==> config.mk <==
export PLATFORM = sky130hd
export DESIGN_NAME = gpr_cell
export DESIGN_NICKNAME = d
export VERILOG_FILES = /design/src/design/datapath_pkg.sv /design/src/design/gpr_cell.sv
export SDC_FILE = /design/constraint.sdc
export NUM_CORES = 1
export LEC_CHECK = 0
export ABC_CLOCK_PERIOD_IN_PS = 1700
export BUFFER_PORTS_ARGS = -buffer_cell sky130_fd_sc_hd__buf_4
export CORE_MARGIN = 1
export CORE_UTILIZATION = 50
export CTS_CLUSTER_DIAMETER = 150
export DETAILED_ROUTE_END_ITERATION = 12
export GPL_TIMING_DRIVEN = 1
export HOLD_SLACK_MARGIN = 0.06
export PLACE_DENSITY = 0.89
export SLEW_MARGIN = 40
export SYNTH_ARGS = -nofsm -noshare
export SYNTH_HDL_FRONTEND = slang
export SYNTH_SLANG_ARGS = --single-unit
==> constraint.sdc <==
create_clock -name clk -period 1.7 [get_ports clk]
set_input_delay 0.17 -clock clk [delete_from_list [all_inputs] [get_ports clk]]
set_output_delay 0.17 -clock clk [all_outputs]
set_load 0.02 [all_outputs]
==> src/design/datapath_pkg.sv <==
package datapath_pkg;

    // bus, register and memory geometry
    localparam int data_width      = 32;
    localparam int num_gprs        = 16;
    localparam int reg_index_width = 4;
    localparam int mem_addr_width  = 9;

    // shift and rotate amounts come from the low bits of the bus
    localparam int shift_width = 5;

    // alu operations selected by the control unit
    typedef enum logic [4:0] {
        op_add  = 5'd0,
        op_sub  = 5'd1,
        op_and  = 5'd2,
        op_or   = 5'd3,
        op_shr  = 5'd4,
        op_shra = 5'd5,
        op_shl  = 5'd6,
        op_ror  = 5'd7,
        op_rol  = 5'd8,
        op_mul  = 5'd9,
        op_div  = 5'd10,
        op_neg  = 5'd11,
        op_not  = 5'd12
    } alu_op_t;

endpackage
==> src/design/gpr_cell.sv <==
`timescale 1ns/1ps

module gpr_cell
    import datapath_pkg::*;
#(
    parameter int cell_index = 0
) (
    input  logic                       clk,
    input  logic                       reset,
    input  logic [data_width-1:0]      bus,
    input  logic [reg_index_width-1:0] write_index,
    input  logic                       write_strobe,
    input  logic [reg_index_width-1:0] read_index,
    input  logic                       read_strobe,
    output logic [data_width-1:0]      cell_out
);

    logic [data_width-1:0] value;
    logic                  write_hit;
    logic                  read_hit;

    // each cell decodes its own number
    assign write_hit = write_strobe && (write_index == reg_index_width'(cell_index));
    assign read_hit  = read_strobe && (read_index == reg_index_width'(cell_index));

    always_ff @(posedge clk) begin
        if (reset) begin
            value <= '0;
        end else if (write_hit) begin
            value <= bus;
        end
    end

    // zero when not selected so the bus mux can OR all cells
    assign cell_out = read_hit ? value : '0;

endmodule

Yosys cells after proc, flatten, opt, wreduce, memory -nomap -nowiden
Index checks and enable logic that the tools add are counted.
{ "op_classes": {"n_mux": 1, "n_reduce_logical": 4} }
{ "op_table": {"columns": ["operator", "count"], "rows": [
  ["2-to-1 mux 32 bit", 1],
  ["zero test 4 bit", 2],
  ["logical AND 1 bit", 2]
]} }
{ "word_totals": {"regBits": 32, "in_bits": 44, "output_inout_bits": 32, "wordCells": 6} }

Logic depth before layout (Yosys ltp)
{ "depth": {"word_depth": 3, "mapped_depth": 5, "mapped_depth_nobuf": 3} }

Worst setup path before layout
No wires, ideal clock.
{ "synth_path": {"path_type": "input-to-output", "start": "input port read_index[0]", "end": "output port cell_out[10]", "arrival_time_ns": 0.993, "required_ns": 1.530, "setup_slack_ns": 0.537, "cell_stages": 4, "path_buffers": 1, "path_cell_list": "nand2b_1 nor4_4 clkbuf_1 and2_1"} }
{ "synth_between": {"elab_chain_cells": 3} }
{ "synth_lines": {"columns": ["item", "line_no", "source"], "rows": [
  ["start: declaration", "gpr_cell.sv:13", "input logic [reg_index_width-1:0] read_index,"],
  ["zero test 4 bit", "gpr_cell.sv:24", "assign read_hit = read_strobe && (read_index == reg_index_width'(cell_index));"],
  ["logical AND 1 bit", "gpr_cell.sv:24", null],
  ["2-to-1 mux 32 bit", "gpr_cell.sv:35", "assign cell_out = read_hit ? value : '0;"],
  ["end: declaration", "gpr_cell.sv:15", "output logic [data_width-1:0] cell_out"]
]} }
No other way between the ends.

Final worst setup path
{ "layout_path": {"start": "input port read_index[0]", "end": "output port cell_out[20]"} }
The elaborated chain is that of the path after synthesis.

==> impl_metrics.csv <==
group,metric,value,unit
worst_hold_path,hold_path_class,"input pin to register",
sta,final-hold-violation-count,0,
clock_network,clock_tree.buffer_depth,2,
layout,layout.cells.most_common,"buf_4",
pwr,power.switching_fraction,0.240,
clock_network,post-cts-setup-buffer-count,0,
drt,detail_route.first_pass.iterations,4,
pwr,p_per_cell_area,584,mW/mm^2
grt,largest_net_degree_at_the_start_of_global_routing,65,
yosys,synth_net_count,222,
clock_network,cts_root_buffer,"clkbuf_4",
yosys,ys.warnings.count,0,
layout,drive_above_1_share,0.349,
place,postPlaceCellArea,0.00225,mm^2
setup_path,critPathBufInv,3,
layout,final_cell_mix,"buf_4 (76), nand2b_1 (65), and2_1 (32), mux2i_1 (32), dfxtp_1 (32)",
yosys,syn_area_per_cell,9.61,um^2
grt,vias_in_the_first_global_route,1278,
sta,worst_relative_slew_slack,0.716,
drt,totalWireLength,3420,um
floorplanning,die_y,60.5,um
drt,post-route-drc-count,0,
floorplanning,design.core.area,0.00315,mm^2
pwr,internal-power,1.02,mW
drt,drt_iter0_markers,34,
sta,worst_slack,0.311,ns
layout,flow.area_growth_from_synthesis,34.7,%
floorplanning,die_area,0.00366,mm^2
layout,design_area,0.00230,mm^2
setup_path,critPathLaunchType,"input pin",
clock_network,clock_tree.htree_level_count,2,
setup_path,crit_required,1.53,ns
sta,tightest_slew,0.426,ns
sta,layout_min_cycle_time,1.39,ns
floorplanning,rows,20,
yosys,synth_cell_types,9,
floorplanning,dieWidth,60.5,um
setup_path,worst-endpoint-arrival,1.22,ns
layout,antenna_cells,0,
grt,global_route_wire_length_before_repair,5520,um
yosys,synth_sequential_area_ratio,0.375,
floorplanning,initial_utilization,0.542,
sta,finalHoldWorstSlack,0.0925,ns
pwr,relative_contribution_of_the_clock_network_to_total_power,0.314,
clock_network,cts_hold_buf,0,
grt,track_usage,0.204,
clock_network,cts_repair_resize_count,0,
pwr,power.net_switching,0.324,mW
place,dp_slack,0.301,ns
place,place.port_buffers,75,
grt,global_route.overflow_total,0,
drt,post_detailed_route_count_of_antenna_violating_nets,0,
pwr,power.static_leakage,0.975,nW
setup_path,worstPathCellList,"buf_4, nand2b_1, nor4_4, buf_4, and2_1, buf_4",
yosys,synth_cells,178,
setup_path,cpPeakStageDelay,0.31,ns
drt,vias,1367,
grt,initial_antenna_violation_count,0,
drt,post_drt_via_cell_ratio,4.67,
pwr,seq_power_share,0.567,
sta,unrepaired_setup_endpoints_after_global_routing,"false",
layout,final_nets,292,
floorplanning,io-pin-count,76,
sta,clock-skew-final,0,ns
clock_network,tritoncts,"done",
clock_network,clk-insertion-delay-late,0.32,ns
setup_path,timing_worst_setup_path_type,"input pin to output port",
sta,setup-violations-final,0,
place,weighted_congestion_reported_at_the_end_of_routability_driven_placement,0.691,
sta,setup-tns-final,0,ns
sta,slew_violations,0,
clock_network,cts_buffers,5,
place,detailed_place_hpwl,2390,um
pwr,vdd_ir_drop_max,482,uV
yosys,synth_area,0.00171,mm^2
sta,max_freq,0.720,GHz
setup_path,critical_path.most_common_cell,"buf_4",
layout,largest-register,"value",
clock_network,clk_pin_slew_worst_paths,0.11,ns
clock_network,cts_num_sinks,32,
yosys,synth_seq_cells,32,
setup_path,critical_path.max_fanout,32,
setup_path,cpLargestDelayFamily,"buffers and inverters",
layout,largest_registers,"value (32)",
run_status,status,"finished clean",
pwr,combPwrFrac,0.119,
job,max_cap_viol_count,0,
sta,layout_worst_path_cycle_share,0.817,
drt,drt_wl_cell,11.7,um
setup_path,setup.worst_path.end_class,"output port",
setup_path,crit_slowest_cell,"buf_4",
layout,largest_register_ff_count,32,
## synthesized netlist by cell type
library cell / n / area share
clkbuf_1: 10 / 0.022
nor4_1: 1 / 0.0037
dfxtp_1: 32 / 0.37
nor4_4: 1 / 0.012
and2_1: 33 / 0.12
mux2i_1: 32 / 0.19
buf_12: 3 / 0.035
buf_6: 1 / 0.0066
nand2b_1: 65 / 0.24
## kinds of logic after synthesis
| logic type | share of synthesized area |
|---|---|
| buffers and inverters | 0.0636 |
| DFF | 0.375 |
| muxes | 0.187 |
| and+or+nand+nor | 0.375 |
## layer usage
layer / GRT usage / share of wire
met1: 0.225 / 0.41
met2: 0.364 / 0.52
met3: 0.0405 / 0.049
met4: 0.114 / 0.018
met5: 0 / 0
## per-stage QoR
stage / total power [mW] / std cells / utilization
floorplan: 0.858 / 178 / -
global placement: 0.939 / 285 / 0.713
detailed placement: 0.943 / 285 / 0.713
CTS: 1.36 / 293 / 0.731
global route: 1.41 / 293 / 0.731
finish: 1.35 / 293 / 0.731
## power by group through the flow
| stage | clock network [mW] | logic (mW) | registers [mW] |
|---|---|---|---|
| final | 0.423 | 0.161 | 0.763 |
| after global routing | 0.472 | 0.175 | 0.765 |
| after CTS | 0.435 | 0.163 | 0.763 |
| after detailed placement | 0 | 0.162 | 0.780 |
| after global placement | 0 | 0.159 | 0.780 |
| after floorplan | 0 | 0.0789 | 0.779 |
## worst paths after layout
check / start / endpoint / slack (ns) / cells past startpoint
max: read_index[0] / cell_out[20] / 0.31 / 6
min: bus[25] / value[25]$_SDFFE_PP0P_ / 0.09 / 3
max reg2reg: value[15]$_SDFFE_PP0P_ / value[15]$_SDFFE_PP0P_ / 1.07 / 2
min reg2reg: value[25]$_SDFFE_PP0P_ / value[25]$_SDFFE_PP0P_ / 0.47 / 2
## layout make-up
class / count / area (um^2)
clock buffer: 5 / 37.5
clock inverter: 3 / 18.8
sequential: 32 / 641
multi-input combinational: 132 / 962
fill: 273 / 848
timing repair buffer: 77 / 591
tap: 44 / 55.1
## worst register-to-register path, stage by stage (launching register included)
cell and delay, ns:
dfxtp_1 0.35, nand2b_1 0.06, mux2i_1 0.15
(Power assumes the default switching activity.)
