`src/design/isa_pkg.sv`:
```
package isa_pkg;

    // instruction field widths
    localparam int opcode_width     = 5;
    localparam int reg_field_width  = 4;
    localparam int cond_width       = 2;
    localparam int const_width      = 19;
    localparam int reg_unused_width = 15;
    localparam int branch_pad_width = 2;

    // branch conditions, held in ir[20:19]
    localparam logic [cond_width-1:0] cond_zero     = 2'b00;
    localparam logic [cond_width-1:0] cond_nonzero  = 2'b01;
    localparam logic [cond_width-1:0] cond_positive = 2'b10;
    localparam logic [cond_width-1:0] cond_negative = 2'b11;

    // one instruction word, read as register format or as branch format
    // the constant C is bits 18:0 in either view
    typedef union packed {
        struct packed {
            logic [opcode_width-1:0]     opcode;
            logic [reg_field_width-1:0]  ra;
            logic [reg_field_width-1:0]  rb;
            logic [reg_field_width-1:0]  rc;
            logic [reg_unused_width-1:0] unused;
        } reg_view;
        struct packed {
            logic [opcode_width-1:0]     opcode;
            logic [reg_field_width-1:0]  ra;
            // upper half of the rb slot
            logic [branch_pad_width-1:0] pad;
            logic [cond_width-1:0]       cond;
            logic [const_width-1:0]      c;
        } branch_view;
    } instr_t;

endpackage

```
`src/design/datapath_pkg.sv`:
```
package datapath_pkg;

    // bus, register and memory geometry
    localparam int data_width      = 32;
    localparam int num_gprs        = 16;
    localparam int reg_index_width = 4;
    localparam int mem_addr_width  = 9;

    // shift and rotate amounts come from the low bits of the bus
    localparam int shift_width = 5;

    // alu operations selected by the control unit
    typedef enum logic [4:0] {
        op_add  = 5'd0,
        op_sub  = 5'd1,
        op_and  = 5'd2,
        op_or   = 5'd3,
        op_shr  = 5'd4,
        op_shra = 5'd5,
        op_shl  = 5'd6,
        op_ror  = 5'd7,
        op_rol  = 5'd8,
        op_mul  = 5'd9,
        op_div  = 5'd10,
        op_neg  = 5'd11,
        op_not  = 5'd12
    } alu_op_t;

endpackage
```
`src/design/datapath_regs.sv`:
```
`timescale 1ns/1ps

module datapath_regs
    import datapath_pkg::*;
    import isa_pkg::*;
(
    input  logic                  clk,
    input  logic                  reset,
    input  logic [data_width-1:0] bus,
    input  logic [data_width-1:0] alu_high,
    input  logic [data_width-1:0] alu_low,
    input  logic [data_width-1:0] mem_data,
    input  logic [data_width-1:0] in_port_data,
    input  logic                  con_in,
    input  logic                  read,
    input  logic                  inc_pc,
    input  logic                  mdr_enable,
    input  logic                  mar_enable,
    input  logic                  z_enable,
    input  logic                  y_enable,
    input  logic                  pc_enable,
    input  logic                  lo_enable,
    input  logic                  hi_enable,
    input  logic                  ir_enable,
    input  logic                  out_port_enable,
    output logic [data_width-1:0] pc_data,
    output logic [data_width-1:0] ir,
    output logic [data_width-1:0] y_data,
    output logic [data_width-1:0] zhigh_data,
    output logic [data_width-1:0] zlow_data,
    output logic [data_width-1:0] hi_data,
    output logic [data_width-1:0] lo_data,
    output logic [data_width-1:0] mar_data,
    output logic [data_width-1:0] mdr_data,
    output logic [data_width-1:0] in_port_value,
    output logic [data_width-1:0] out_port_data,
    output logic                  con_flag
);

    instr_t ir_view;
    logic   con_true;

    assign ir_view = ir;

    // branch condition against the current bus
    always_comb begin
        case (ir_view.branch_view.cond)
            cond_zero:     con_true = (bus == '0);
            cond_nonzero:  con_true = (bus != '0);
            cond_positive: con_true = !bus[data_width-1] && (bus != '0);
            cond_negative: con_true = bus[data_width-1];
            default:       con_true = 1'b0;
        endcase
    end

    always_ff @(posedge clk) begin
        if (reset) begin
            pc_data       <= '0;
            ir            <= '0;
            y_data        <= '0;
            zhigh_data    <= '0;
            zlow_data     <= '0;
            hi_data       <= '0;
            lo_data       <= '0;
            mar_data      <= '0;
            mdr_data      <= '0;
            in_port_value <= '0;
            out_port_data <= '0;
            con_flag      <= 1'b0;
        end else begin
            // input port has no enable
            in_port_value <= in_port_data;
            // a bus load wins over increment
            if (pc_enable) begin
                pc_data <= bus;
            end else if (inc_pc) begin
                pc_data <= pc_data + data_width'(1);
            end
            if (ir_enable) ir <= bus;
            if (y_enable) y_data <= bus;
            if (z_enable) begin
                zhigh_data <= alu_high;
                zlow_data  <= alu_low;
            end
            if (hi_enable) hi_data <= bus;
            if (lo_enable) lo_data <= bus;
            if (mar_enable) mar_data <= bus;
            if (mdr_enable) mdr_data <= read ? mem_data : bus;
            if (out_port_enable) out_port_data <= bus;
            if (con_in) con_flag <= con_true;
        end
    end

endmodule

```
`config.mk`:
```
export PLATFORM = sky130hd
export DESIGN_NAME = datapath_regs
export DESIGN_NICKNAME = d
export VERILOG_FILES = /design/src/design/isa_pkg.sv /design/src/design/datapath_pkg.sv /design/src/design/datapath_regs.sv
export SDC_FILE = /design/constraint.sdc
export NUM_CORES = 1
export LEC_CHECK = 0
export BUFFER_PORTS_ARGS = -buffer_cell sky130_fd_sc_hd__buf_2
export CAP_MARGIN = 20
export CORE_AREA = 4 4 204 206
export CTS_BUF_LIST = sky130_fd_sc_hd__clkbuf_8
export CTS_CLUSTER_SIZE = 30
export DETAILED_ROUTE_END_ITERATION = 6
export DIE_AREA = 0 0 208 210
export GPL_TIMING_DRIVEN = 0
export PLACE_DENSITY = 0.6
export SETUP_SLACK_MARGIN = 0.5
export SLEW_MARGIN = 20
export SYNTH_ARGS = -nofsm -noshare
export SYNTH_HDL_FRONTEND = slang
export SYNTH_SLANG_ARGS = --single-unit
export TNS_END_PERCENT = 1
```
`constraint.sdc`:
```
create_clock -name clk -period 1.9 [get_ports clk]
set_input_delay 0.38 -clock clk [delete_from_list [all_inputs] [get_ports clk]]
set_output_delay 0.38 -clock clk [all_outputs]
set_load 0.1 [all_outputs]
```
# After elaboration in Yosys (flattened, before gate mapping)
# Index checks and enable logic that the tools add are counted.
[classes]
muxes = 4
add_sub_neg = 1
n_eq_ne = 3
n_reduce_logical = 6
[op_table]
columns = ["operator", "count"]
rows = [
  ["$mux W32", 3],
  ["$add A32 B1 Y32 const B", 1],
  ["$logic_not A32 Y1", 1],
  ["$reduce_bool A32 Y1", 1],
  ["$eq A2 B2 Y1 const B", 2],
  ["$pmux W1 S4", 1],
  ["$eq A2 B1 Y1 const B", 1],
  ["$logic_not A2 Y1", 1],
  ["$reduce_bool A2 Y1", 1],
  ["$logic_and A1 B1 Y1", 1],
  ["$logic_not A1 Y1", 1],
]
[word_totals]
ff_bits = 353
output_inout_bits = 353
in_bits = 174

# Logic depth before layout (Yosys ltp)
[logic_depth]
ltp_word = 3
ltp_mapped = 7

# Worst setup path before layout
# No wires, ideal clock.
[synth_path]
kind = "register to register"
from = "reg pc_data[0]"
to = "reg pc_data[16]"
t_arrival_ps = 2784
required_time_ps = 1809
synth_period_minus_slack_ps = 2875
path_buffers = 2
setup_time_ps = 91
path_stages_with_launch = 8
path_slack_ps = -975
path_cell_list = "dfxtp_1 > ha_1 > nand3_1 > or3_1 > clkbuf_1 > buf_2 > or3_1 > a311oi_1"
[synth_via]
elab_chain_len = 3
[synth_lines]
columns = ["item", "line_no", "source"]
rows = [
  ["start, declared", "datapath_regs.sv:26", "output logic [data_width-1:0] pc_data,"],
  ["start signal, assigned", "datapath_regs.sv:75", "pc_data <= bus;"],
  ["start signal, assigned", "datapath_regs.sv:77", "pc_data <= pc_data + data_width'(1);"],
  ["$add A32 B1 Y32", "datapath_regs.sv:77", ""],
  ["$mux W32", "datapath_regs.sv:76", "end else if (inc_pc) begin"],
  ["$mux W32", "datapath_regs.sv:74", "if (pc_enable) begin"],
]
# No other way between the ends. The select of a mux whose other input is x is not followed.
# A chain may end at the register's enable or synchronous reset.

# Final worst setup path
[layout_path]
from = "reg pc_data[3]"
to = "reg pc_data[25]"
# The elaborated chain is that of the path after synthesis.

==> flow_summary.ini <==
[logic_synthesis]
yosys.area.top_type = dfxtp_1
synth_common_cells = 353 x dfxtp_1, 317 x nor2_1, 289 x mux2i_1
synth_edf_count = 0
synth_top_area_share_pct = 53.47
syn-instance-count = 1322
ys_ff_latch = 353
yosysSeqAreaShare_pct = 53.47
synthArstFlopShare_pct = 0
synth_area_sq_um = 13220
avgSynthCellArea_sq_um = 9.996
syn_nets = 1497
synth_cell_types = 39
synth_area_leaders = dfxtp_1 53%, mux2i_1 22%, nor2_1 9.0%
synth_ff_type = dfxtp_1
synthMostInstantiatedCell = dfxtp_1
yosys_warnings = 0

[finish]
n_fill_cell = 3315
ff_latch_area_sq_um = 7426
n_antenna_cell = 0
finalNetCount = 2161
area_growth_pct = 65.97
post-route-util_pct = 55.33
final_cells = 2556
multiInputGateArea_sq_um = 5838
layout-drive-gt1-share_pct = 39.68

[power]
clock_power_share_pct = 31.9
sw_frac_of_total_pct = 37.94
switching_power_uw = 8193
internal_power_uw = 13400
p_leak_uw = 0.01001
cellPowerDensity_nw_per_um2 = 984.7
ir_drop_mv = 0.5428
pwr-share-seq_pct = 38.5
p_comb_share_pct = 29.6

[timing]
fin_tns_setup_ns = -0.5633
timing.final.crit_period_ns = 2.035
fin_skew_ns = 0.01494
slew_headroom_pct = 20.27
fmax_mhz = 491.4
hold_violations = 0
timing.final.ws_setup_ns = -0.1348
setup_viol = 11
worst_slew_pin_slew_ns = 1.196
slew_viol_final = 0
rsz0062_at_grt = yes
min_period_over_period_pct = 107.1

[critical_path]
critPathMaxFanout = 7
cp_slowest_cell = or4_4
cp_top_family = simple AND/OR/NAND/NOR gates
r2r_setup_slack_ns = -0.13
cp_slowest_stage_delay_ns = 0.55
crit_required_ns = 2.43
setup.worst_path.start = pc_data[3]
crit_type = flip-flop to flip-flop
cp_data_arrival_time_ns = 2.56
cp-start-kind = flip-flop
r2r_start = pc_data[3]
path_cells = nand4_1 > or4_4 > buf_6 > or3_4 > a2111oi_4
path_buf_inv = 1
end_kind = flip-flop

[drt]
firstDrtPassIters = 5
drc = 0
avgViaCountPerCell = 4.914
wirelength_mm = 58.46
via_count = 12560
ant_nets = 0
drt_iter0_markers = 602
detail_route.wl_per_cell_um = 22.87

[clocking]
clk_path_buf_depth = 3
cts_root_buffer = clkbuf_8
numCtsBuffers = 59
insertion_delay_ns = 0.64
clk_pin_slew_ns = 0.07
h-tree-depth = 2
cts_tree = yes
clock_sinks = 353

[die]
dieHeight_um = 210
start_util_pct = 33.34
coreArea_sq_um = 39640
die_area_sq_um = 43680
die_w_um = 208
io_pins = 527
num_rows = 73

[global_route]
grt_usage_pct = 24.37
grt_antenna_before_repair = 1
grt_pass1_wl_mm = 82.21
grt_max_degree = 16
overflow = 0
grt_pass1_vias = 13040

[placed_design]
place_inst = 2331
numPortBuffers = 484
routabilityCongestion = 0.9392
dp_hpwl_mm = 40.98
pre_cts_slack_ns = -0.7416

[min_path]
worstHoldStart = in_port_data[30]
hp-class = input port to flip-flop

[status]
status = complete, but fails checks
failed_checks = negative setup slack

[job]
drv_cap = 0
==> power groups by stage <==
stage                     clock network (uW)  logic, uW  registers (uW)
after floorplan                            0        999           11600
after global placement                     0       5380            8290
after detailed placement                   0       5410            8300
after CTS                               7030       5720            8160
after global routing                    7370       6590            8360
final                                   6890       6400            8320
==> layout by cell type, fill, tap and decap left out, drive strengths merged, types with 13 or more instances in the layout <==
cell type	netlist	final
clkbuf	86	158
dfxtp	353	353
buf	39	547
mux2i	289	289
a211oi	46	46
inv	5	29
nand2	20	20
nor2b	33	33
dlygate4sd3	0	95
nand4	13	13
nor2	317	317
nor4	16	16
==> layout make-up <==
type                            instances  share of cell area (%)
Buffer                                125                   2.316
Clock buffer                           73                   4.581
Clock inverter                         33                  0.8899
Inverter                                6                  0.1027
Multi-Input combinational cell        838                   26.62
Sequential cell                       353                   33.86
Tap cell                              525                   2.995
Timing Repair Buffer                  603                   28.64
==> path summary, 6_finish.rpt <==
check | end | depth (start not counted)
max reg2reg | pc_data[25] | 5
max | pc_data[25] | 5
min reg2reg | mdr_data[19] | 2
min | in_port_value[30] | 2
==> logic make-up (layout without fill, tap and decap cells) <==
logic type	Yosys count	in the layout	synth area share, %
simple gates	449	449	15.09
flops	353	353	53.47
mux	289	289	21.89
buf+inv	131	840	3.749
compound gates	85	85	4.772
xor+xnor	14	14	0.9279
fa+ha+maj	1	1	0.09466
==> per-stage QoR <==
stage	power, uW	hold WS [ns]	cell area [sq um]
after CTS	20910	0.004799	19210
after global routing	22320	0.009257	21930
after floorplan	12560	0.5082	13340
after global placement	13670	0.4688	16420
final	21600	0.06830	21930
after detailed placement	13710	0.4744	16420
==> timing repair <==
action	in CTS	in global routing
setup endpoints to repair	647	609
hold buffers	95	0
gates resized for setup	141	967
pin swaps	13	13
hold endpoints to repair	95	0
buffers inserted	19	5
cloned	0	0
==> worst reg2reg max path: stages (launching register included) <==
cell and delay [ns]:
dfxtp_4 0.35, nand4_1 0.21, or4_4 0.55, buf_6 0.15
or3_4 0.37, a2111oi_4 0.28
==> per-layer routing <==
layer | vias up | track usage, % | part of all wire (%) | wire (um)
li1 | 5851 | - | - | -
met1 | 5998 | 26.60 | 36 | 21160
met2 | 579 | 44.40 | 51 | 29610
met3 | 131 | 7.114 | 8.0 | 4667
met4 | 0 | 10.06 | 5.2 | 3030
met5 | - | 0 | 0 | 0
No activity file was read; power rests on OpenSTA's default activity.
