### src/design/isa_pkg.sv
package isa_pkg;

    // instruction field widths
    localparam int opcode_width     = 5;
    localparam int reg_field_width  = 4;
    localparam int cond_width       = 2;
    localparam int const_width      = 19;
    localparam int reg_unused_width = 15;
    localparam int branch_pad_width = 2;

    // branch conditions, held in ir[20:19]
    localparam logic [cond_width-1:0] cond_zero     = 2'b00;
    localparam logic [cond_width-1:0] cond_nonzero  = 2'b01;
    localparam logic [cond_width-1:0] cond_positive = 2'b10;
    localparam logic [cond_width-1:0] cond_negative = 2'b11;

    // one instruction word, read as register format or as branch format
    // the constant C is bits 18:0 in either view
    typedef union packed {
        struct packed {
            logic [opcode_width-1:0]     opcode;
            logic [reg_field_width-1:0]  ra;
            logic [reg_field_width-1:0]  rb;
            logic [reg_field_width-1:0]  rc;
            logic [reg_unused_width-1:0] unused;
        } reg_view;
        struct packed {
            logic [opcode_width-1:0]     opcode;
            logic [reg_field_width-1:0]  ra;
            // upper half of the rb slot
            logic [branch_pad_width-1:0] pad;
            logic [cond_width-1:0]       cond;
            logic [const_width-1:0]      c;
        } branch_view;
    } instr_t;

endpackage

### src/design/datapath_pkg.sv
package datapath_pkg;

    // bus, register and memory geometry
    localparam int data_width      = 32;
    localparam int num_gprs        = 16;
    localparam int reg_index_width = 4;
    localparam int mem_addr_width  = 9;

    // shift and rotate amounts come from the low bits of the bus
    localparam int shift_width = 5;

    // alu operations selected by the control unit
    typedef enum logic [4:0] {
        op_add  = 5'd0,
        op_sub  = 5'd1,
        op_and  = 5'd2,
        op_or   = 5'd3,
        op_shr  = 5'd4,
        op_shra = 5'd5,
        op_shl  = 5'd6,
        op_ror  = 5'd7,
        op_rol  = 5'd8,
        op_mul  = 5'd9,
        op_div  = 5'd10,
        op_neg  = 5'd11,
        op_not  = 5'd12
    } alu_op_t;

endpackage
### src/design/select_and_encode.sv
`timescale 1ns/1ps

module select_and_encode
    import datapath_pkg::*;
    import isa_pkg::*;
(
    input  logic [data_width-1:0]      ir,
    input  logic                       gra,
    input  logic                       grb,
    input  logic                       grc,
    input  logic                       r_in,
    input  logic                       r_out,
    input  logic                       ba_out,
    output logic [reg_index_width-1:0] reg_index,
    output logic                       write_strobe,
    output logic                       read_strobe,
    output logic [data_width-1:0]      c_sign_extended
);

    instr_t instr;
    logic   base_is_zero;

    assign instr = ir;

    // gra wins over grb, grb over grc
    always_comb begin
        if (gra) begin
            reg_index = instr.reg_view.ra;
        end else if (grb) begin
            reg_index = instr.reg_view.rb;
        end else if (grc) begin
            reg_index = instr.reg_view.rc;
        end else begin
            reg_index = '0;
        end
    end

    assign write_strobe = r_in;

    // base address rule, r0 reads as zero under ba_out
    assign base_is_zero = ba_out && (reg_index == '0);
    assign read_strobe  = r_out && !base_is_zero;

    assign c_sign_extended = {
        {(data_width - const_width){instr.branch_view.c[const_width-1]}},
        instr.branch_view.c
    };

endmodule

### config.mk
export PLATFORM = sky130hd
export DESIGN_NAME = select_and_encode
export DESIGN_NICKNAME = d
export VERILOG_FILES = /design/src/design/isa_pkg.sv /design/src/design/datapath_pkg.sv /design/src/design/select_and_encode.sv
export SDC_FILE = /design/constraint.sdc
export NUM_CORES = 1
export LEC_CHECK = 0
export ABC_AREA = 1
export BUFFER_PORTS_ARGS = -buffer_cell sky130_fd_sc_hd__clkbuf_2
export CAP_MARGIN = 20
export CORE_AREA = 2 2 40 42
export DETAILED_ROUTE_END_ITERATION = 16
export DIE_AREA = 0 0 42 44
export PLACE_DENSITY = 0.95
export SYNTH_ARGS = -nofsm -noshare
export SYNTH_HDL_FRONTEND = slang
export SYNTH_SLANG_ARGS = --single-unit
### constraint.sdc
create_clock -name vclk -period 1.31
set_clock_uncertainty 0.2 [all_clocks]
set_input_delay 0.1965 -clock vclk [all_inputs]
set_output_delay 0.1965 -clock vclk [all_outputs]
set_load 0.005 [all_outputs]
# Yosys cells after proc, flatten, opt, wreduce, memory -nomap -nowiden
# Cells that the tools add are included.
# W data, S select, Z words.
dict set report totals {
  ff_bits 0
  in_bits 38
  output_inout_bits 38
}
dict set report classes {
  mux 3
  reduce_logical 4
}
# cell count
set op_table {}
lappend op_table {{$mux W4} 3}
lappend op_table {{$logic_not A4 Y1} 1}
lappend op_table {{$logic_and A1 B1 Y1} 2}
lappend op_table {{$logic_not A1 Y1} 1}

# Longest topological paths before layout
# Gate-level depths: netlist of run 1.
dict set report logic_depth {
  ltp_word 7
  depth_mapped 7
  depth_no_buf 7
}

# Least setup slack after synthesis of run 1
# OpenSTA, ideal clock, no wires.
dict set report synth_timing {
  kind {input to output}
  start {in gra}
  end {out read_strobe}
  cell_stages 6
  path_slack_ns 0.243
  n_path_buf 0
  arrival_ns 0.670
  path_cell_list {inv_2 -> or2_1 -> nand2_2 -> nand3_1 -> nor2_1 -> nor2_1}
}
dict set report synth_between {
  elab_chain_len 5
}
# element line_no
set synth_lines {}
lappend synth_lines {{from (decl)} select_and_encode.sv:8} ;# input logic gra,
lappend synth_lines {{$mux W4} select_and_encode.sv:27} ;# if (gra) begin
lappend synth_lines {{$logic_not A4 Y1} select_and_encode.sv:41} ;# assign base_is_zero = ba_out && (reg_index == '0);
lappend synth_lines {{$logic_and A1 B1 Y1} select_and_encode.sv:41}
lappend synth_lines {{$logic_not A1 Y1} select_and_encode.sv:42} ;# assign read_strobe = r_out && !base_is_zero;
lappend synth_lines {{$logic_and A1 B1 Y1} select_and_encode.sv:42}
lappend synth_lines {{to (decl)} select_and_encode.sv:16} ;# output logic read_strobe,
# No other way between the ends.

# Final worst setup path of run 1
# Same ends and word-level chain as after synthesis.

==> results by group, run 1 <==
Clocking
  • Number of hold buffers added after CTS: 0

Pwr
  • Fraction of power consumed by the clock network: 0%
  • Combinational cell fraction of total power: 100.0%
  • Internal Pwr Total: 0.08066 mW
  • Leakage power total: 0.2783 nW
  • Switching power summed over all nets: 0.06712 mW
  • Total power divided by cell area: 337.5 nW/um2
  • Sequential share of power: 0%
  • Peak supply drop: 0.00005162 V
  • Sw Share: 45.42%

Logic synthesis
  • Number of distinct library cells after synthesis: 10
  • Avg Inst Size Synth: 6.100 um2
  • Fraction of the yosys area taken by sequential cells: 0%
  • Post-synth net total: 102
  • Netlist area before placement: 390.4 um2
  • Synth warn: 0
  • Cell types occupying the most area after synthesis: buf_4 (63%), nand2_1 (6.7%), nand3_1 (6.4%), inv_1 (5.8%), a21oi_1 (5.1%)
  • Cell taking the most area after synthesis: buf_4
  • Post-Synthesis Cells: 64
  • List of most frequent post-synthesis cells: buf_4 (33), nand2_1 (7), inv_1 (6)
  • Post-synth top area share: 63.46%
  • Most common cell in the synthesized netlist: buf_4

Layout
  • Clock buffer instance count of the final layout: 0
  • Number of sequential cells in the layout: 0
  • Storage element area: 0 um2
  • Fraction of layout cells with a size suffix above 1: 71.62%
  • Antenna cells: 0
  • Final standard cell utilization of the core: 30.86%
  • Fillcell total: 165
  • Post-route design area: 437.9 um2
  • Number of nets in the finished design: 114
  • Layout overhead on the synthesized area: 12.18%

Setup path
  • Longest individual stage delay on the worst path: 0.24 ns
  • Maximum fanout along the worst path: 5
  • Critical-path cell with the highest stage delay: or2_1
  • Worst setup EP type: output port
  • Most numerous cell on the critical path: nor2_1
  • Cell class contributing the biggest share of worst-path delay: simple AND/OR/NAND/NOR gates
  • Required arrival time at the worst endpoint: 0.91 ns
  • Cell-by-cell listing of the critical path: clkbuf_16 > inv_4 > or2_1 > nand2_2 > nand3_2 > nor2_1 > nor2_1 > clkbuf_2
  • Worst setup path start: gra
  • Worst path buffer plus inverter count: 3
  • Crit path kind: in -> out
  • Data arrival time of the critical path: 1.01 ns
  • Type of element launching the critical path: input pin

Detailed routing
  • Count of routing violations after the opening detailed-route iteration: 2
  • Overall routed net length: 898 um
  • Via Count: 387
  • Count of unresolved DRC violations after routing: 0
  • Routed length per placed instance: 9.978 um
  • Detailed-routing iteration count for the pre-antenna-repair pass: 2
  • Post-detailed-route count of antenna-violating nets: 0
  • Detailed-route vias per instance: 4.300

Placed design
  • Area after detailed placement: 372.9 um2
  • Number of I/O port buffers: 39
  • HPWL after DPL: 718.4 um
  • Weighted congestion reported at the end of routability-driven placement: 0.7569

Timing
  • Number of pins with negative max-slew slack in the final report: 0
  • Post-layout minimum cycle time: 1.408 ns
  • Final setup violation count: 2
  • Endpoints failing hold: 0
  • Pin slew with the least headroom to its limit: 0.1106 ns
  • Summed negative setup slack over all endpoints: -0.1600 ns
  • Achievable frequency: 0.7105 GHz
  • Final worst hold slack: 0.1930 ns
  • Headroom to the max-slew limit: 92.60%
  • Worst Setup Slack, final: -0.09754 ns
  • Crit share post-route: 107.4%
  • Unrepaired setup endpoints after global routing: true

Global routing
  • Antenna violations before repair: 0
  • Maximum number of pins on one net before global-route repair: 15
  • Vias in the first global route: 319
  • Global-route wire length before repair: 1297 um
  • Global-route congestion overflow total: 0
  • GR Util All Layers: 8.312%

Floorplanning
  • Vertical extent of the die: 44 um
  • Die Area: 1848 um2
  • Starting density of the core: 27.51%
  • Core Box Area: 1419 um2
  • I/O pin count: 76
  • Die width: 42 um
  • # rows: 14

Run status
  • Violated checks: negative setup slack
  • Run status: complete, but fails checks

Min path
  • Launch point of the worst hold path: ir[10]
  • Kind of path behind the tightest hold check: in -> out

Flow run
  • Max-Cap Viols: 0
final cells by class:
cell class | count | area (um2) | area share (%)
repair buffers | 43 | 251.5 | 57.43
multi-input cells | 24 | 135.1 | 30.86
inverters | 7 | 31.28 | 7.143
well taps | 16 | 20.02 | 4.571
cell usage in the layout, fill, tap and decap left out, drive strengths merged:
cell,n
inv,7
nor2,2
nand3,5
clkbuf,37
or2,4
nand2,9
a21oi,4
buf,6
power by group through the flow:
stage	combinational [mW]	sequential (mW)	clock (mW)
final	0.148	0	0
after global routing	0.163	0	0
after CTS	0.133	0	0
after detailed placement	0.122	0	0
after global placement	0.119	0	0
after floorplan	0.115	0	0
what timing repair did:
item,CTS,global route
pin swaps,1,7
buffers inserted,1,1
setup endpoints to repair,1,3
gates resized for setup,4,13
per-stage QoR:
step / worst slack [ns] / total power, mW / cells
floorplan: 0.2432 / 0.1152 / 64
global placement: -0.02977 / 0.1187 / 88
detailed placement: -0.08583 / 0.1218 / 88
CTS: -0.01988 / 0.1332 / 89
global route: -0.1782 / 0.1630 / 90
finish: -0.09754 / 0.1478 / 90
per-layer routing:
metal | track usage, % | part of all wire (%) | vias to the layer above | wire length [um]
met3 | 2.917 | 14 | 4 | 123
met2 | 15.31 | 54 | 31 | 488
met4 | 1.935 | 0.67 | 0 | 6
met5 | 0 | 0 | - | 0
met1 | 9.136 | 31 | 169 | 279
li1 | - | - | 183 | -
path summary, 6_finish.rpt:
path	depth (start not counted)	to	slack, ns
setup / recovery	8	read_strobe	-0.1
hold / removal	0	c_sign_extended[10]	0.19
kinds of logic after synthesis:
| logic type | Yosys count | share of synthesized area [%] |
|---|---|---|
| buffers and inverters | 40 | 70.19 |
| AOI/OAI and AO/OA | 4 | 5.128 |
| and+or+nand+nor | 20 | 24.68 |
No activity file was read; power rests on OpenSTA's default activity.
==> run 2, diff against run 1 <==
- BUFFER_PORTS_ARGS: -buffer_cell sky130_fd_sc_hd__clkbuf_2 -> not set
- CORE_AREA: 2 2 40 42 -> 2 2 39 41
- DIE_AREA: 0 0 42 44 -> 0 0 41 43
- DONT_BUFFER_PORTS: not set -> 1
- GPL_ROUTABILITY_DRIVEN: not set -> 0
- PLACE_DENSITY: 0.95 -> 0.52
==> run 2 against run 1 <==
Effect of this change:
- the run now ends clean
- die area shrank 4.6%
- flip-flop and latch count did not move
- via count fell by 50%
- wire length fell by 38%
- critical endpoint unchanged
==> results by group, run 2 (synthesis gave the netlist of run 1 again) <==
Setup path
  • Worst setup EP type: output port
  • Worst setup path start: grb
  • Maximum fanout along the worst path: 5
  • Critical-path cell with the highest stage delay: nor2_1
  • Data arrival time of the critical path: 0.73 ns
  • Crit path kind: in -> out
  • Required arrival time at the worst endpoint: 0.91 ns
  • Longest individual stage delay on the worst path: 0.11 ns
  • Cell-by-cell listing of the critical path: inv_1 > nand3_1 > nand2_1 > nand2_1 > nand3_1 > nor2_1 > nor2_1
  • Type of element launching the critical path: input pin

Timing
  • Summed negative setup slack over all endpoints: 0 ns
  • Endpoints failing hold: 0
  • Headroom to the max-slew limit: 90.72%
  • Achievable frequency: 0.8912 GHz
  • Crit share post-route: 85.65%
  • Final setup violation count: 0
  • Post-layout minimum cycle time: 1.122 ns
  • Worst Setup Slack, final: 0.1880 ns
  • Final worst hold slack: 0.1930 ns
  • Unrepaired setup endpoints after global routing: false
  • Pin slew with the least headroom to its limit: 0.1392 ns
  • Number of pins with negative max-slew slack in the final report: 0

Layout
  • Finished Layout Cells: 47
  • Final standard cell utilization of the core: 11.75%
  • Fraction of layout cells with a size suffix above 1: 9.677%
  • Clock buffer instance count of the final layout: 0
  • Area taken by multi-input logic gates: 116.4 um2
  • Most used cells in the layout excluding fill and tap cells: nand2_1 (7), inv_1 (6), nand3_1 (5), a21oi_1 (4), or2_0 (3)
  • Fillcell total: 172
  • Most common cell after layout, fill and taps aside: nand2_1
  • Layout overhead on the synthesized area: -58.33%
  • Post-route design area: 162.7 um2
  • Number of sequential cells in the layout: 0
  • Antenna cells: 0
  • Storage element area: 0 um2
  • Number of nets in the finished design: 71

Min path
  • Hold Path End: c_sign_extended[0]
  • Launch point of the worst hold path: ir[0]
  • Number of cells on the worst hold path: 0
  • Kind of path behind the tightest hold check: in -> out

Detailed routing
  • Highest metal used: met4
  • Post-detailed-route count of antenna-violating nets: 0
  • Overall routed net length: 553 um
  • Via Count: 194
  • Detailed-route vias per instance: 4.128
  • Detailed-routing iteration count for the pre-antenna-repair pass: 1
  • Routed met1 length: 168 um
  • Met3 Wirelength: 92 um
  • Met2 layer wire length in the routed design: 288 um
  • Routed length per placed instance: 11.77 um
  • Count of routing violations after the opening detailed-route iteration: 0
  • Count of unresolved DRC violations after routing: 0

Global routing
  • Antenna violations before repair: 0
  • Vias in the first global route: 162
  • Global-route congestion overflow total: 0
  • GR Util All Layers: 5.594%
  • Maximum number of pins on one net before global-route repair: 16
  • Global-route wire length before repair: 690 um

Placed design
  • Pre-CTS setup slack: 0.1644 ns
  • HPWL after DPL: 497.9 um
  • Number of I/O port buffers: 0
  • Dpl cells: 47
  • Area after detailed placement: 162.7 um2

Pwr
  • Leakage power total: 0.08644 nW
  • Combinational cell fraction of total power: 100.0%
  • Fraction of power consumed by the clock network: 0%
  • Peak supply drop: 0.00002487 V
  • Sw Share: 60.81%
  • Total power divided by cell area: 237.0 nW/um2
  • Internal Pwr Total: 0.01511 mW
  • Total design power: 0.03855 mW
  • Switching power summed over all nets: 0.02344 mW
  • Sequential share of power: 0%

Clocking
  • Number of hold buffers added after CTS: 0
  • Count of buffers added by post-CTS timing repair for setup: 0
  • # resized after CTS: 0

Floorplanning
  • I/O pin count: 76
  • Core Box Area: 1384 um2
  • Vertical extent of the die: 43 um
  • Die width: 41 um
  • # rows: 14
  • Die Area: 1763 um2
  • Starting density of the core: 28.21%

Run status
  • Run status: completed

Flow run
  • Max-Cap Viols: 0
run 2: worst max path at each step:
stage | slack [ns] | endpoint | depth (start not counted)
after global routing | 0.07 | read_strobe | 6
after floorplan | 0.24 | read_strobe | 6
after CTS | 0.17 | read_strobe | 7
final | 0.19 | read_strobe | 7
after global placement | 0.19 | read_strobe | 7
after detailed placement | 0.16 | read_strobe | 7
run 2: layer usage:
layer / vias up / GRT usage (%)
met1: 84 / 5.063
met2: 10 / 10.63
met3: 2 / 2.094
met5: - / 0
met4: 0 / 1.333
li1: 98 / -
run 2: area by class of cell:
type	instances	share of cell area [%]
tap	16	12.31
inverter	7	16.15
multi-input combinational	24	71.54
run 2: power by group through the flow:
stage | logic [mW] | registers [mW] | clock network, mW
finish | 0.0386 | 0 | 0
global route | 0.0466 | 0 | 0
CTS | 0.0401 | 0 | 0
detailed placement | 0.0400 | 0 | 0
global placement | 0.0393 | 0 | 0
floorplan | 0.115 | 0 | 0
run 2: worst max-delay path: cells and delay by family:
kind,cells,cell delay [ns]
buf+inv,1,0.08
simple gates,6,0.45
