$ cat src/design/datapath_pkg.sv
package datapath_pkg;

    // bus, register and memory geometry
    localparam int data_width      = 32;
    localparam int num_gprs        = 16;
    localparam int reg_index_width = 4;
    localparam int mem_addr_width  = 9;

    // shift and rotate amounts come from the low bits of the bus
    localparam int shift_width = 5;

    // alu operations selected by the control unit
    typedef enum logic [4:0] {
        op_add  = 5'd0,
        op_sub  = 5'd1,
        op_and  = 5'd2,
        op_or   = 5'd3,
        op_shr  = 5'd4,
        op_shra = 5'd5,
        op_shl  = 5'd6,
        op_ror  = 5'd7,
        op_rol  = 5'd8,
        op_mul  = 5'd9,
        op_div  = 5'd10,
        op_neg  = 5'd11,
        op_not  = 5'd12
    } alu_op_t;

endpackage
$ cat src/design/bus_mux.sv
`timescale 1ns/1ps

module bus_mux
    import datapath_pkg::*;
(
    input  logic [data_width-1:0] cell_outs [num_gprs],
    input  logic [data_width-1:0] hi_data,
    input  logic [data_width-1:0] lo_data,
    input  logic [data_width-1:0] zhigh_data,
    input  logic [data_width-1:0] zlow_data,
    input  logic [data_width-1:0] pc_data,
    input  logic [data_width-1:0] mdr_data,
    input  logic [data_width-1:0] in_port_value,
    input  logic [data_width-1:0] c_sign_extended,
    input  logic                  pc_out,
    input  logic                  zhigh_out,
    input  logic                  zlow_out,
    input  logic                  hi_out,
    input  logic                  lo_out,
    input  logic                  in_port_out,
    input  logic                  mdr_out,
    input  logic                  c_out,
    output logic [data_width-1:0] bus
);

    logic [data_width-1:0] gpr_word;

    // at most one cell is non-zero
    always_comb begin
        gpr_word = '0;
        for (int i = 0; i < num_gprs; i++) begin
            gpr_word |= cell_outs[i];
        end
    end

    // highest priority first, register source last
    always_comb begin
        if (c_out) begin
            bus = c_sign_extended;
        end else if (in_port_out) begin
            bus = in_port_value;
        end else if (mdr_out) begin
            bus = mdr_data;
        end else if (pc_out) begin
            bus = pc_data;
        end else if (zlow_out) begin
            bus = zlow_data;
        end else if (zhigh_out) begin
            bus = zhigh_data;
        end else if (lo_out) begin
            bus = lo_data;
        end else if (hi_out) begin
            bus = hi_data;
        end else begin
            bus = gpr_word;
        end
    end

endmodule

$ cat config.mk
export PLATFORM = sky130hd
export DESIGN_NAME = bus_mux
export DESIGN_NICKNAME = d
export VERILOG_FILES = /design/src/design/datapath_pkg.sv /design/src/design/bus_mux.sv
export SDC_FILE = /design/constraint.sdc
export NUM_CORES = 1
export LEC_CHECK = 0
export BUFFER_PORTS_ARGS = -buffer_cell sky130_fd_sc_hd__buf_2
export CAP_MARGIN = 25
export CORE_AREA = 4 4 314 316
export DETAILED_ROUTE_END_ITERATION = 12
export DIE_AREA = 0 0 318 320
export MAX_ROUTING_LAYER = met4
export SKIP_LAST_GASP = 1
export SLEW_MARGIN = 20
export SYNTH_ARGS = -nofsm -noshare
export SYNTH_HDL_FRONTEND = slang
export SYNTH_SLANG_ARGS = --single-unit
$ cat constraint.sdc
create_clock -name vclk -period 2.1
set_input_delay 0.42 -clock vclk [all_inputs]
set_output_delay 0.42 -clock vclk [all_outputs]
set_load 0.01 [all_outputs]
# --- Word-level counts from Yosys, hierarchy flattened ---
# Index checks and enable logic that the tools add are counted.
op_classes:
  n_mux: 8
  div: 0
  order_cmp: 0
  eq_ne: 0
  n_reduce_logical: 0
  multipliers: 0
  shift: 0
  addsub: 0
  bitwise_logic: 15
ops:
  columns: ["op", "n"]
  rows:
  - ["32-bit bitwise OR", 15]
  - ["32-bit two-way mux", 8]
totals:
  latchBits: 0
  ramBits: 0
  romBits: 0
  ff_bits: 0
  out_inout_bits: 32
  mem_count: 0

# --- Longest topological paths before layout ---
# Gate-level depths: netlist of the first run.
logic_depth:
  word_depth: 23
  mapped_depth: 8
  mapped_depth_nobuf: 4

# --- Least setup slack after synthesis of the first run ---
# Ideal clock, no wire load.
synth_path:
  kind: "input to output"
  from: "input zhigh_out"
  to: "output bus[23]"
  required_time_ps: 1680
  path_slack_ps: 91
  path_stages: 6
  t_arrival_ps: 1589
  n_path_buf: 3
  cell_sequence: "buf_6 buf_6 buf_6 a211o_1 a221o_1 a31oi_1"
synth_via:
  elab_chain_cells: 6
synth_rtl:
  columns: ["element", "line_no", "rtl"]
  rows:
  - ["start, declared", "bus_mux.sv:16", "input logic zhigh_out,"]
  - ["32-bit two-way mux", "bus_mux.sv:48", "end else if (zhigh_out) begin"]
  - ["32-bit two-way mux", "bus_mux.sv:46", "end else if (zlow_out) begin"]
  - ["32-bit two-way mux", "bus_mux.sv:44", "end else if (pc_out) begin"]
  - ["32-bit two-way mux", "bus_mux.sv:42", "end else if (mdr_out) begin"]
  - ["32-bit two-way mux", "bus_mux.sv:40", "end else if (in_port_out) begin"]
  - ["32-bit two-way mux", "bus_mux.sv:38", "if (c_out) begin"]
  - ["end, declared", "bus_mux.sv:23", "output logic [data_width-1:0] bus"]
# Every way passes these cells.

# --- Worst setup path in the final report of the first run ---
layout_path:
  from: "input lo_out"
  to: "output bus[24]"
layout_via:
  elab_chain_cells: 7
layout_rtl:
  columns: ["element", "line_no", "rtl"]
  rows:
  - ["start, declared", "bus_mux.sv:19", "input logic lo_out,"]
  - ["32-bit two-way mux", "bus_mux.sv:50", "end else if (lo_out) begin"]
  - ["32-bit two-way mux", "bus_mux.sv:48", null]
  - ["32-bit two-way mux", "bus_mux.sv:46", null]
  - ["32-bit two-way mux", "bus_mux.sv:44", null]
  - ["32-bit two-way mux", "bus_mux.sv:42", null]
  - ["32-bit two-way mux", "bus_mux.sv:40", null]
  - ["32-bit two-way mux", "bus_mux.sv:38", null]
# Every way passes these cells.

==> results, run 1 <==
- From bottom edge to top edge, the die measures about 320 um.
- The endpoint kind of the worst setup timing path is a primary output.
- The run finished, with violations left.
- The number of violations of the max-capacitance limit is 0.
- Setup repair after global routing could not meet its margin everywhere.
- The number of max-slew violations in the final report is 0.
- The detailed router placed about 9600 vias in this run.
- The commonest cells after synthesis are 123 x nor4_1, 78 x nand2_1, 47 x inv_1.
- The least setup slack across all paths after layout is -169 ps.
- The initial antenna violation count was 78.
- The floorplan die width is 318 um.
- Power spread over the standard cell area amounts to 193 mW/mm^2.
- The kind of start point of the critical path is an input port.
- The via count of the first global-routing pass came to around 9600.
- The area growth from synthesis to layout is 198%.
- The number of cell rows is 114.
- The final period demand of the worst path is around 2300 ps.
- For this design the static power due to leakage is 5.26 nW.
- The first global-routing pass estimated 89300 um of wire.
- The fmax is 441 MHz.
- Yosys printed 0 warnings.
- Across the VDD grid, the largest voltage drop is roughly 0.047 mV.
- With fillers left out, the area of the finished cells amounts to ~0.011 mm^2.
- The mean instance size in the synthesized netlist is 6.34 um^2.
- The number of distinct library cell variants in the gate-level netlist after synthesis is 32.
- Entering global routing, the biggest net connects 29 pins.
- In this run the tool buffered the top-level ports with 808 buffer cells.
- The number of nets handed over by synthesis was 1377.
- The sequential cells in the finished layout cover a total of 0 um^2.
- Data arrives at the worst endpoint at approximately 1900 ps.
- Registers are responsible for 0% of the overall power.
- The placeable core area is 0.0960 mm^2.
- Cells with a size suffix above 1 make up 67.6% of the layout.
- The count of nets left with antenna violations once routing finished came out at 0.
- The worst slew margin relative to its limit is 61.5%.
- In the routed design, unresolved DRC markers number 0.
- Before antenna repair, the detailed router went through 6 iterations.
- The proportion of synthesized area in mux cells is 0%.
- Of the total power, the share spent switching nets is 49.2%.
- The top-area cell type share of the netlist area is 20.2%.
- The largest driver fanout on the critical path is 15.
- The clock buffer instance count of the final layout is 0.
- The number of ports placed on the die boundary is 808.
- The main combinational cell family by area after synthesis is compound AO/OA/AOI/OAI gates.
- Summing the sequential cell areas from Yosys gives 0% of the chip area.
- The floorplan step defined a die boundary enclosing 0.102 mm^2.
- The peak-usage layer in the global routing report is met2.
- The dominant cell by count in the synthesized netlist is nor4_1.
- The worst hold path belongs to the class input port to primary output.
- Summing all placed instances gives a cell area of 0.00980 mm^2.
- For this run, global-route usage on met3 was measured as 4.13%.
- The first routing iteration left roughly 570 violations.
- The setup path with the least slack is of type input port to primary output.
- Summing the areas of all compound-gate instances in the mapped netlist gives 47.8% of the synthesized area.
- For this configuration, the core starts out at a cell density of 3.97%.
- The post-detailed-routing wire length is 73000 um.
- The post-detailed-route wirelength per cell is 26.4 um.
- Global routing finished with a remaining overflow of 0.
- Summed over all instances, the cell type with the most area after synthesis is nor4_1.
- The detailed placement HPWL is approximately 65000 um.
- Setup violations remaining at the end of the flow were counted as 30.
- Summing the areas of all and, or, nand and nor instances in the mapped netlist gives 39.6% of the synthesized area.
- The global-route usage over all layers is 13.5%.
- The checks that failed: setup timing.
- For the pin with the worst max-slew slack, the measured transition is 572 ps.
- The final layout net count is 2230.
- The synthesized netlist devotes 0% of its cell area to XOR and XNOR gates.
- The total net switching power is 0.00108 W.
- STA puts the critical path data required time at about 1700 ps.
- The final RePlAce weighted congestion is 0.924.
- The overall power of the completed layout is 0.00219 W.
- Per report_power, the clock group accounts for 0% of the total.
- The met2 capacity usage during global routing is 23.1%.
- The synthesized instance count is about 600.
- Yosys attributes the largest share of cell area to nor4_1 20%, a221oi_1 8.5%, a221o_1 8.1%.
- The synthesized netlist devotes 0% of its cell area to adder and majority cells.
- Per report_power, the combinational group accounts for between 90% and 100% of the total.
- The cell area that synthesis handed to floorplanning was 0.00381 mm^2.
- The final sequential cell count is 0.
- The routing usage on met1 is about 16%.
- Of the available clock period, the critical path in the final layout requires 108%.
- The final hold violation count was 0.
- Buffers inserted to repair hold after CTS numbered 0.
- Using the TritonRoute via totals, the vias-per-cell ratio works out to 3.48.
- Cell internal power was estimated by the tool at 0.00111 W.
[layer usage]
metal	share of wire, %	routed length, um
met2	48	35300
met1	39	28700
met5	0	0
met3	9.7	7090
met4	2.7	1970
[layout make-up]
| type | instances | area [um^2] |
|---|---|---|
| timing repair buffer | 905 | 5540 |
| fill | 11170 | 84600 |
| multi-input combinational | 499 | 3950 |
| tap | 1276 | 1600 |
| antenna | 38 | 95.1 |
| inverter | 48 | 184 |
[critical path, cell delays in order]
cell and delay [ps]:
buf_12 120, buf_16 150, nor3b_1 150, a211o_1 270, a221o_1 320, a31oi_1 190
buf_4 180
[repair_timing]
action | 4_1_cts | 5_1_grt
setup endpoints to repair | 32 | 32
gates cloned | 8 | 4
buffers inserted | 19 | 7
pin swaps | 58 | 53
gates resized for setup | 144 | 48
[worst paths after layout]
kind,startpoint,depth (start not counted),endpoint
worst max-delay path,lo_out,7,bus[24]
worst min-delay path,pc_data[23],4,bus[23]
[power groups by stage]
stage                     clock network [W]  logic [W]  registers, W
final                         0.00000000245    0.00219             0
after global routing          0.00000000231    0.00237             0
after CTS                                 0    0.00216             0
after detailed placement                  0    0.00187             0
after global placement                    0    0.00185             0
after floorplan                           0   0.000527             0
[through the flow]
stage / TNS, ps / setup slack (ps) / hold slack [ps] / util (%) / instances
floorplan: 0 / 90.9 / 995 / - / 601
global placement: -14330 / -1020 / 1200 / 10.2 / 2690
detailed placement: -14510 / -1010 / 1200 / 10.2 / 2690
CTS: -4680 / -222 / 1200 / 11.4 / 2717
global route: -5410 / -253 / 1220 / 11.8 / 2764
finish: -3550 / -169 / 1200 / 11.8 / 2766
[cells in the final DEF (no fill, tap or decap), drive strengths merged, types with 2 or more instances in the layout]
cell    instances
a41o           26
o21ai          10
clkbuf          4
nor3            2
buf           901
nor3b          28
o211ai          6
a21oi          12
o22ai          26
o21a           27
nor4          123
nand4           5
diode          38
nand2          78
a211o          26
a221o          31
inv            47
nor2b           8
or3             5
nand3b          5
nor2            6
a31oi          26
or2             2
a221oi         37
nand3           7
[logic make-up after synthesis]
logic type	Yosys count
buf+inv	102
compound gates	229
simple gates	270
Note: power is estimated with default switching activity, not from simulation.
==> run 2, diff against run 1 <==
- CELL_PAD_IN_SITES_DETAIL_PLACEMENT: not set -> 0
- CELL_PAD_IN_SITES_GLOBAL_PLACEMENT: not set -> 1
- CORE_AREA: 4 4 314 316 -> 3 3 314 316
- DIE_AREA: 0 0 318 320 -> 0 0 317 319
- PLACE_DENSITY_LB_ADDON: not set -> 0.1
==> results, run 2 (synthesized netlist as in run 1, its figures left out) <==
- The maximum resistive drop on vdd is 0.0790 mV.
- The class of the tightest hold or removal check is input port to primary output.
- The cell family contributing the most delay on the critical path is buffers and inverters.
- The final hold violation count is 0.
- The post-detailed-route wirelength per cell is 20.3 um.
- The worst stage delay on the critical path is ~260 ps.
- For this configuration, the core starts out at a cell density of 3.96%.
- The fraction of layout instances using a drive strength above 1 is 66.4%.
- For this design, the CTS-stage hold fixing added 0 buffers.
- The per-cell via count in the routed design is 3.17.
- The largest individual stage delay along the critical path comes from the cell or2_4.
- The final critical path takes up 111% of the cycle.
- In this run the static leakage power is 5.34 nW.
- Global routing used 10.8% of the available met1 tracks.
- For hold timing, the worst endpoint is bus[20].
- The kind of start point of the critical path is an input port.
- The data required time of the worst path is 1680 ps.
- The number of cell rows is 114.
- For this run, the detailed router's first-pass iteration total came to 4.
- At the end of the flow, the number of nets in the layout was 2268.
- Counting buffers and inverters, the worst setup path is 10 cells deep.
- The area growth from synthesis to layout is 192%.
- Leaving out fill and tap cells, the most frequent cell in the layout is buf_2.
- The library cells used most frequently in the layout, excluding fill and tap cells, are 795 x buf_2, 119 x nor4_1, 97 x buf_4.
- Headroom to the max-slew limit came out at 56.2%.
- The flow ran to the end, but the final reports show violations.
- The startpoint identified for the worst hold timing path is pc_data[20].
- Summed over all layers, the routed wires come to approximately 57000 um.
- Counting instances, the worst hold path has a depth of 4.
- The number of max-slew violations in the final report was 0.
- The via count of the first global-routing pass came to around 9700.
- The first global-routing pass estimated 72900 um of wire.
- Together, buffers and inverters on the worst path number 6.
- The floorplan step defined a core boundary enclosing 0.0963 mm^2.
- Detailed placement ended at an HPWL of ~50000 um.
- The final period demand of the worst path is 2340 ps.
- Counting the clock-network buffers in the layout gives 0.
- The initial antenna violation count is 24.
- The floorplan die width is approximately 320 um.
- The count of non-filler cells in the finished layout is 2790.
- Along the worst path, the maximum fanout reaches 6.
- Measured along the y axis, the die boundary spans between 300 and 400 um.
- 808 I/O pins were placed.
- The signal on the critical path passes through buf_8 -> buf_12 -> or2_4 -> buf_6 -> buf_12 -> buf_8 -> a221oi_2 -> a221o_1 -> a31oi_1 -> buf_4.
- The worst setup path is captured at a primary output.
- For this design the ratio of total power to cell area is ~180 mW/mm^2.
- The global-route usage over all layers is 10.4%.
- The number of remaining DRC errors is 0.
- STA puts the critical path data arrival time at roughly 1900 ps.
- By startpoint and endpoint, the worst setup path is classified as input port to primary output.
- In the post-route analysis, the smallest setup slack over all paths is -239 ps.
- The checks that failed: setup timing.
- In the global route stage, met2 resource usage came out at 20.8%.
- The overall die area is roughly 0.1 mm^2.
- The detail route stage leaves a number of antenna-violating nets equal to 0.
- Across the whole layout, storage elements account for 0 um^2.
- The detailed router placed 8831 vias in this run.
- The met3 track utilization from global routing is roughly 2.3%.
- Routability-driven placement finished with a final weighted congestion of 0.804.
- After global routing the overflow that remains totals 0.
- Including well taps, the total number of placed cells is 2747.
- Setup repair after global routing could not meet its margin everywhere.
- The number of violations of the max-capacitance limit is 0.
- The slew of the pin with the lowest slew margin is 651 ps.
- The peak-usage layer in the global routing report is met2.
- Setup violations remaining at the end of the flow were counted as 32.
- The maximum number of pins on one net before global-route repair is 22.
- The final sequential cell count is 0.
- The first routing iteration left 207 violations.
- The overall power of the completed layout is 0.00200 W.
- The number of I/O port buffers is 808.
- The fmax is 427 MHz.
-- run 2: cell types whose count changed in the layout (fill, tap and decap cells not counted), sizes merged --
| cell | change |
|---|---|
| diode | -14 |
| buf | +40 |
| inv | +1 |
| clkinvlp | -1 |
| clkbuf | -2 |
-- run 2: per-layer routing --
layer	routed length, um	up-vias	share of wire [%]
met3	4370	4	7.7
met5	0	-	0
met2	31300	412	55
li1	-	4339	-
met1	20800	4076	37
met4	142	0	0.25
-- run 2: worst max path at each step --
stage               from       to  slack, ps
6_report          lo_out  bus[29]       -240
2_1_floorplan  zhigh_out  bus[23]         90
3_3_place_gp      lo_out   bus[4]       -550
5_1_grt           lo_out  bus[29]       -360
4_1_cts           lo_out  bus[17]       -310
3_5_place_dp      lo_out  bus[17]       -560
-- run 2: layout make-up --
class / count / area (um^2)
Timing Repair Buffer: 943 / 5590
Multi-Input combinational cell: 499 / 3700
Fill cell: 11352 / 85200
Inverter: 48 / 180
Tap cell: 1276 / 1600
Antenna cell: 24 / 60.1
-- run 2: what timing repair did --
item,4_1_cts,5_1_grt
cloned,3,2
resized for setup,77,19
pin swaps,60,34
setup buffers,13,3
setup endpoints to repair,32,32
-- run 2: where the power goes --
group	internal, W	leakage, nW	switching (W)	total, W
Clock	0.00000000150	0.000152	0	0.00000000150
Combinational	0.00108	5.34	0.000919	0.00200
Sequential	0	0	0	0
Total	0.00108	5.34	0.000919	0.00200
-- run 2: worst min-delay path, stage by stage --
cell	delay [ps]
buf_2	90
nand2_1	50
a31oi_1	70
buf_2	140
-- run 2: stage by stage --
step,setup TNS [ps],util [%],instance area [um^2],worst slack (ps),hold slack [ps]
finish,-5510,11.6,11100,-239,1190
CTS,-7460,11.3,10900,-306,1190
global route,-8010,11.5,11100,-360,1220
floorplan,0,-,3810,90.9,995
global placement,-11710,10.7,10300,-547,1200
detailed placement,-11940,10.7,10300,-565,1190
==> run 3, diff against run 2 <==
- GPL_TIMING_DRIVEN: not set -> 0
- TNS_END_PERCENT: not set -> 50
==> results, run 3 (synthesized netlist as in run 1, its figures left out) <==
- Among the stages of the critical path, the cell type that occurs most often is buf_12.
- The cell with the largest stage delay on the worst path is a221o_1.
- The sum of buffers and inverters on the critical path is 4.
- The analysis attributes to net switching a power of 0.000965 W.
- In this run the core area contains 114 standard-cell rows.
- The fmax is between 400 and 500 MHz.
- For this run, design rule violations remaining after detail routing come to 0.
- The number of max-slew violations in the final report is 0.
- The first global-routing pass estimated 78700 um of wire.
- In the final routed layout, each cell accounts on average for 22.4 um.
- Entering global routing, the biggest net connects 11 pins.
- After detailed placement, the total cell area comes to between 0.009 and 0.01 mm^2.
- The total power divided by cell area is 186 mW/mm^2.
- The largest driver fanout on the critical path is 10.
- There are 0 flip-flops and latches.
- The worst stage delay on the critical path is 260 ps.
- Per report_power, the clock group accounts for 0% of the total.
- The global-route usage over all layers is roughly 12%.
- For this design the static power due to leakage is between 5 and 6 nW.
- The type of the worst setup path is input port to primary output.
- The residual overflow from global routing is 0.
- For this block, the initial DRC count from the detailed router was between 200 and 300.
- The net count of the finished layout is 2211.
- Using the TritonRoute via totals, the vias-per-cell ratio works out to 3.17.
- The via count of the first global-routing pass is 9738.
- After detailed routing, the total wire length is 61000 um.
- The floorplan die width is around 320 um.
- At the worst endpoint, the arrival time is slightly below 2000 ps.
- Measured on the finished design, the core utilization comes to 11.1%.
- The final antenna-violating net count is 0.
- The design area is between 0.01 and 0.015 mm^2.
- The layout has 0 clock buffers.
- The run finished, with violations left.
- The class of the tightest hold or removal check is input port to primary output.
- Per report_power, the sequential group accounts for 0% of the total.
- The final-report setup violation count is 32.
- The detailed placement HPWL is ~54000 um.
- The via count of the routed design is 8649.
- At the pin with the least slew margin, the transition time is 607 ps.
- The share of total power consumed by net switching is 48.6%.
- The overall power of the completed layout is roughly 0.002 W.
- Routability-driven placement finished with a final weighted congestion of 0.783.
- The first TritonRoute pass finished after 5 iterations.
- The worst path in the final design needs a cycle of approximately 2400 ps, including I/O delays and setup.
- The kind of start point of the critical path is an input port.
- Setup repair after global routing could not meet its margin everywhere.
- The least setup slack across all paths after layout is -260 ps.
- The cell total after placement is between 2000 and 3000.
- The total area of sequential cells is 0 um^2.
- In the final layout, the share of cells above drive strength 1 is between 60% and 70%.
- For this design the top-level I/O count stands at 808.
- In this design, the largest share of critical-path delay is due to compound AO/OA/AOI/OAI gates.
- The worst setup path is captured at a primary output.
- In this run the vertical extent of the chip is 319 um.
- The cell-internal power is 0.00102 W.
- Excluding fillers, the count of instances in the completed layout stands at 2727.
- The region available for standard cell placement spans a little under 0.1 mm^2.
- Port buffering added 804 buffers.
- Measured against its own limit, the worst slew margin works out to 59.5%.
- Compared with the post-synthesis result, the final layout area differs by 181%.
- The most common cell after layout, fill and taps aside is buf_2.
- The initial cell density of the core is 3.96%.
- IR analysis of the VDD net gives a maximum drop of 0.0714 mV.
- At the worst endpoint, the required time is approximately 1700 ps.
- Setup total negative slack on the finished layout was measured at -5060 ps.
- The final hold violation count is 0.
- The final reports fail on setup timing.
- The initial antenna violation count came to 16.
- The critical path goes through buf_16 -> or2_4 -> buf_12 -> buf_12 -> a221oi_1 -> a221o_1 -> a31oi_4 -> buf_6.
- In the layout the commonest cells are 793 x buf_2, 119 x nor4_1, 77 x nand2_1.
- The number of violations of the max-capacitance limit is 0.
- The overall die area is 0.101 mm^2.
- The share of total power dissipated in combinational logic is 100.0%.
- Of the available clock period, the critical path in the final layout requires 112%.
run 3: cell types whose count changed in the layout (fill, tap and decap cells not counted), moves of 6 or more:
| cell | change |
|---|---|
| buf_4 | -76 |
| a221oi_2 | -9 |
| buf_12 | -9 |
| diode_2 | -6 |
| a221oi_1 | +12 |
| clkbuf_2 | +9 |
| clkbuf_4 | +10 |
run 3: path summary, 6_finish.rpt:
check | from | endpoint | cells past startpoint
max | lo_out | bus[28] | 8
min | pc_data[9] | bus[9] | 4
run 3: metrics by stage:
stage | hold slack [ps] | setup slack (ps)
finish | 1190 | -260
global route | 1210 | -386
CTS | 1190 | -333
detailed placement | 1190 | -1290
global placement | 1200 | -2540
floorplan | 995 | 90.9
run 3: power by group through the flow:
stage / logic, W / registers (W) / clock network (W)
floorplan: 0.000527 / 0 / 0
global placement: 0.00177 / 0 / 0
detailed placement: 0.00178 / 0 / 0
CTS: 0.00204 / 0 / 0
global route: 0.00218 / 0 / 0.000000000957
finish: 0.00198 / 0 / 0.000000000953
run 3: layout make-up:
| class | count | area [um^2] |
|---|---|---|
| Fill cell | 11410 | 85600 |
| Timing Repair Buffer | 832 | 4460 |
| Multi-Input combinational cell | 499 | 3700 |
| Tap cell | 1276 | 1600 |
| Buffer | 54 | 704 |
| Inverter | 48 | 185 |
| Antenna cell | 18 | 45.0 |
run 3: tightest hold or removal path, delay by kind of cell:
kind	cells	cell delay [ps]
buffers and inverters	2	230
AOI/OAI and AO/OA	1	60
and+or+nand+nor	1	50
run 3: layer usage:
layer | vias to the layer above | track usage [%] | wire, um
li1 | 4219 | - | -
met5 | - | - | 0
met3 | 22 | 2.32 | 4480
met1 | 3990 | 12.6 | 23300
met2 | 418 | 21.9 | 32600
met4 | 0 | 1.40 | 667
run 3: timing repair:
action	in CTS	in global routing
pin swaps	38	23
hold buffers	0	0
endpoints found under the setup margin	32	32
buffers inserted	17	3
gates resized for setup	189	15
cloned	4	0
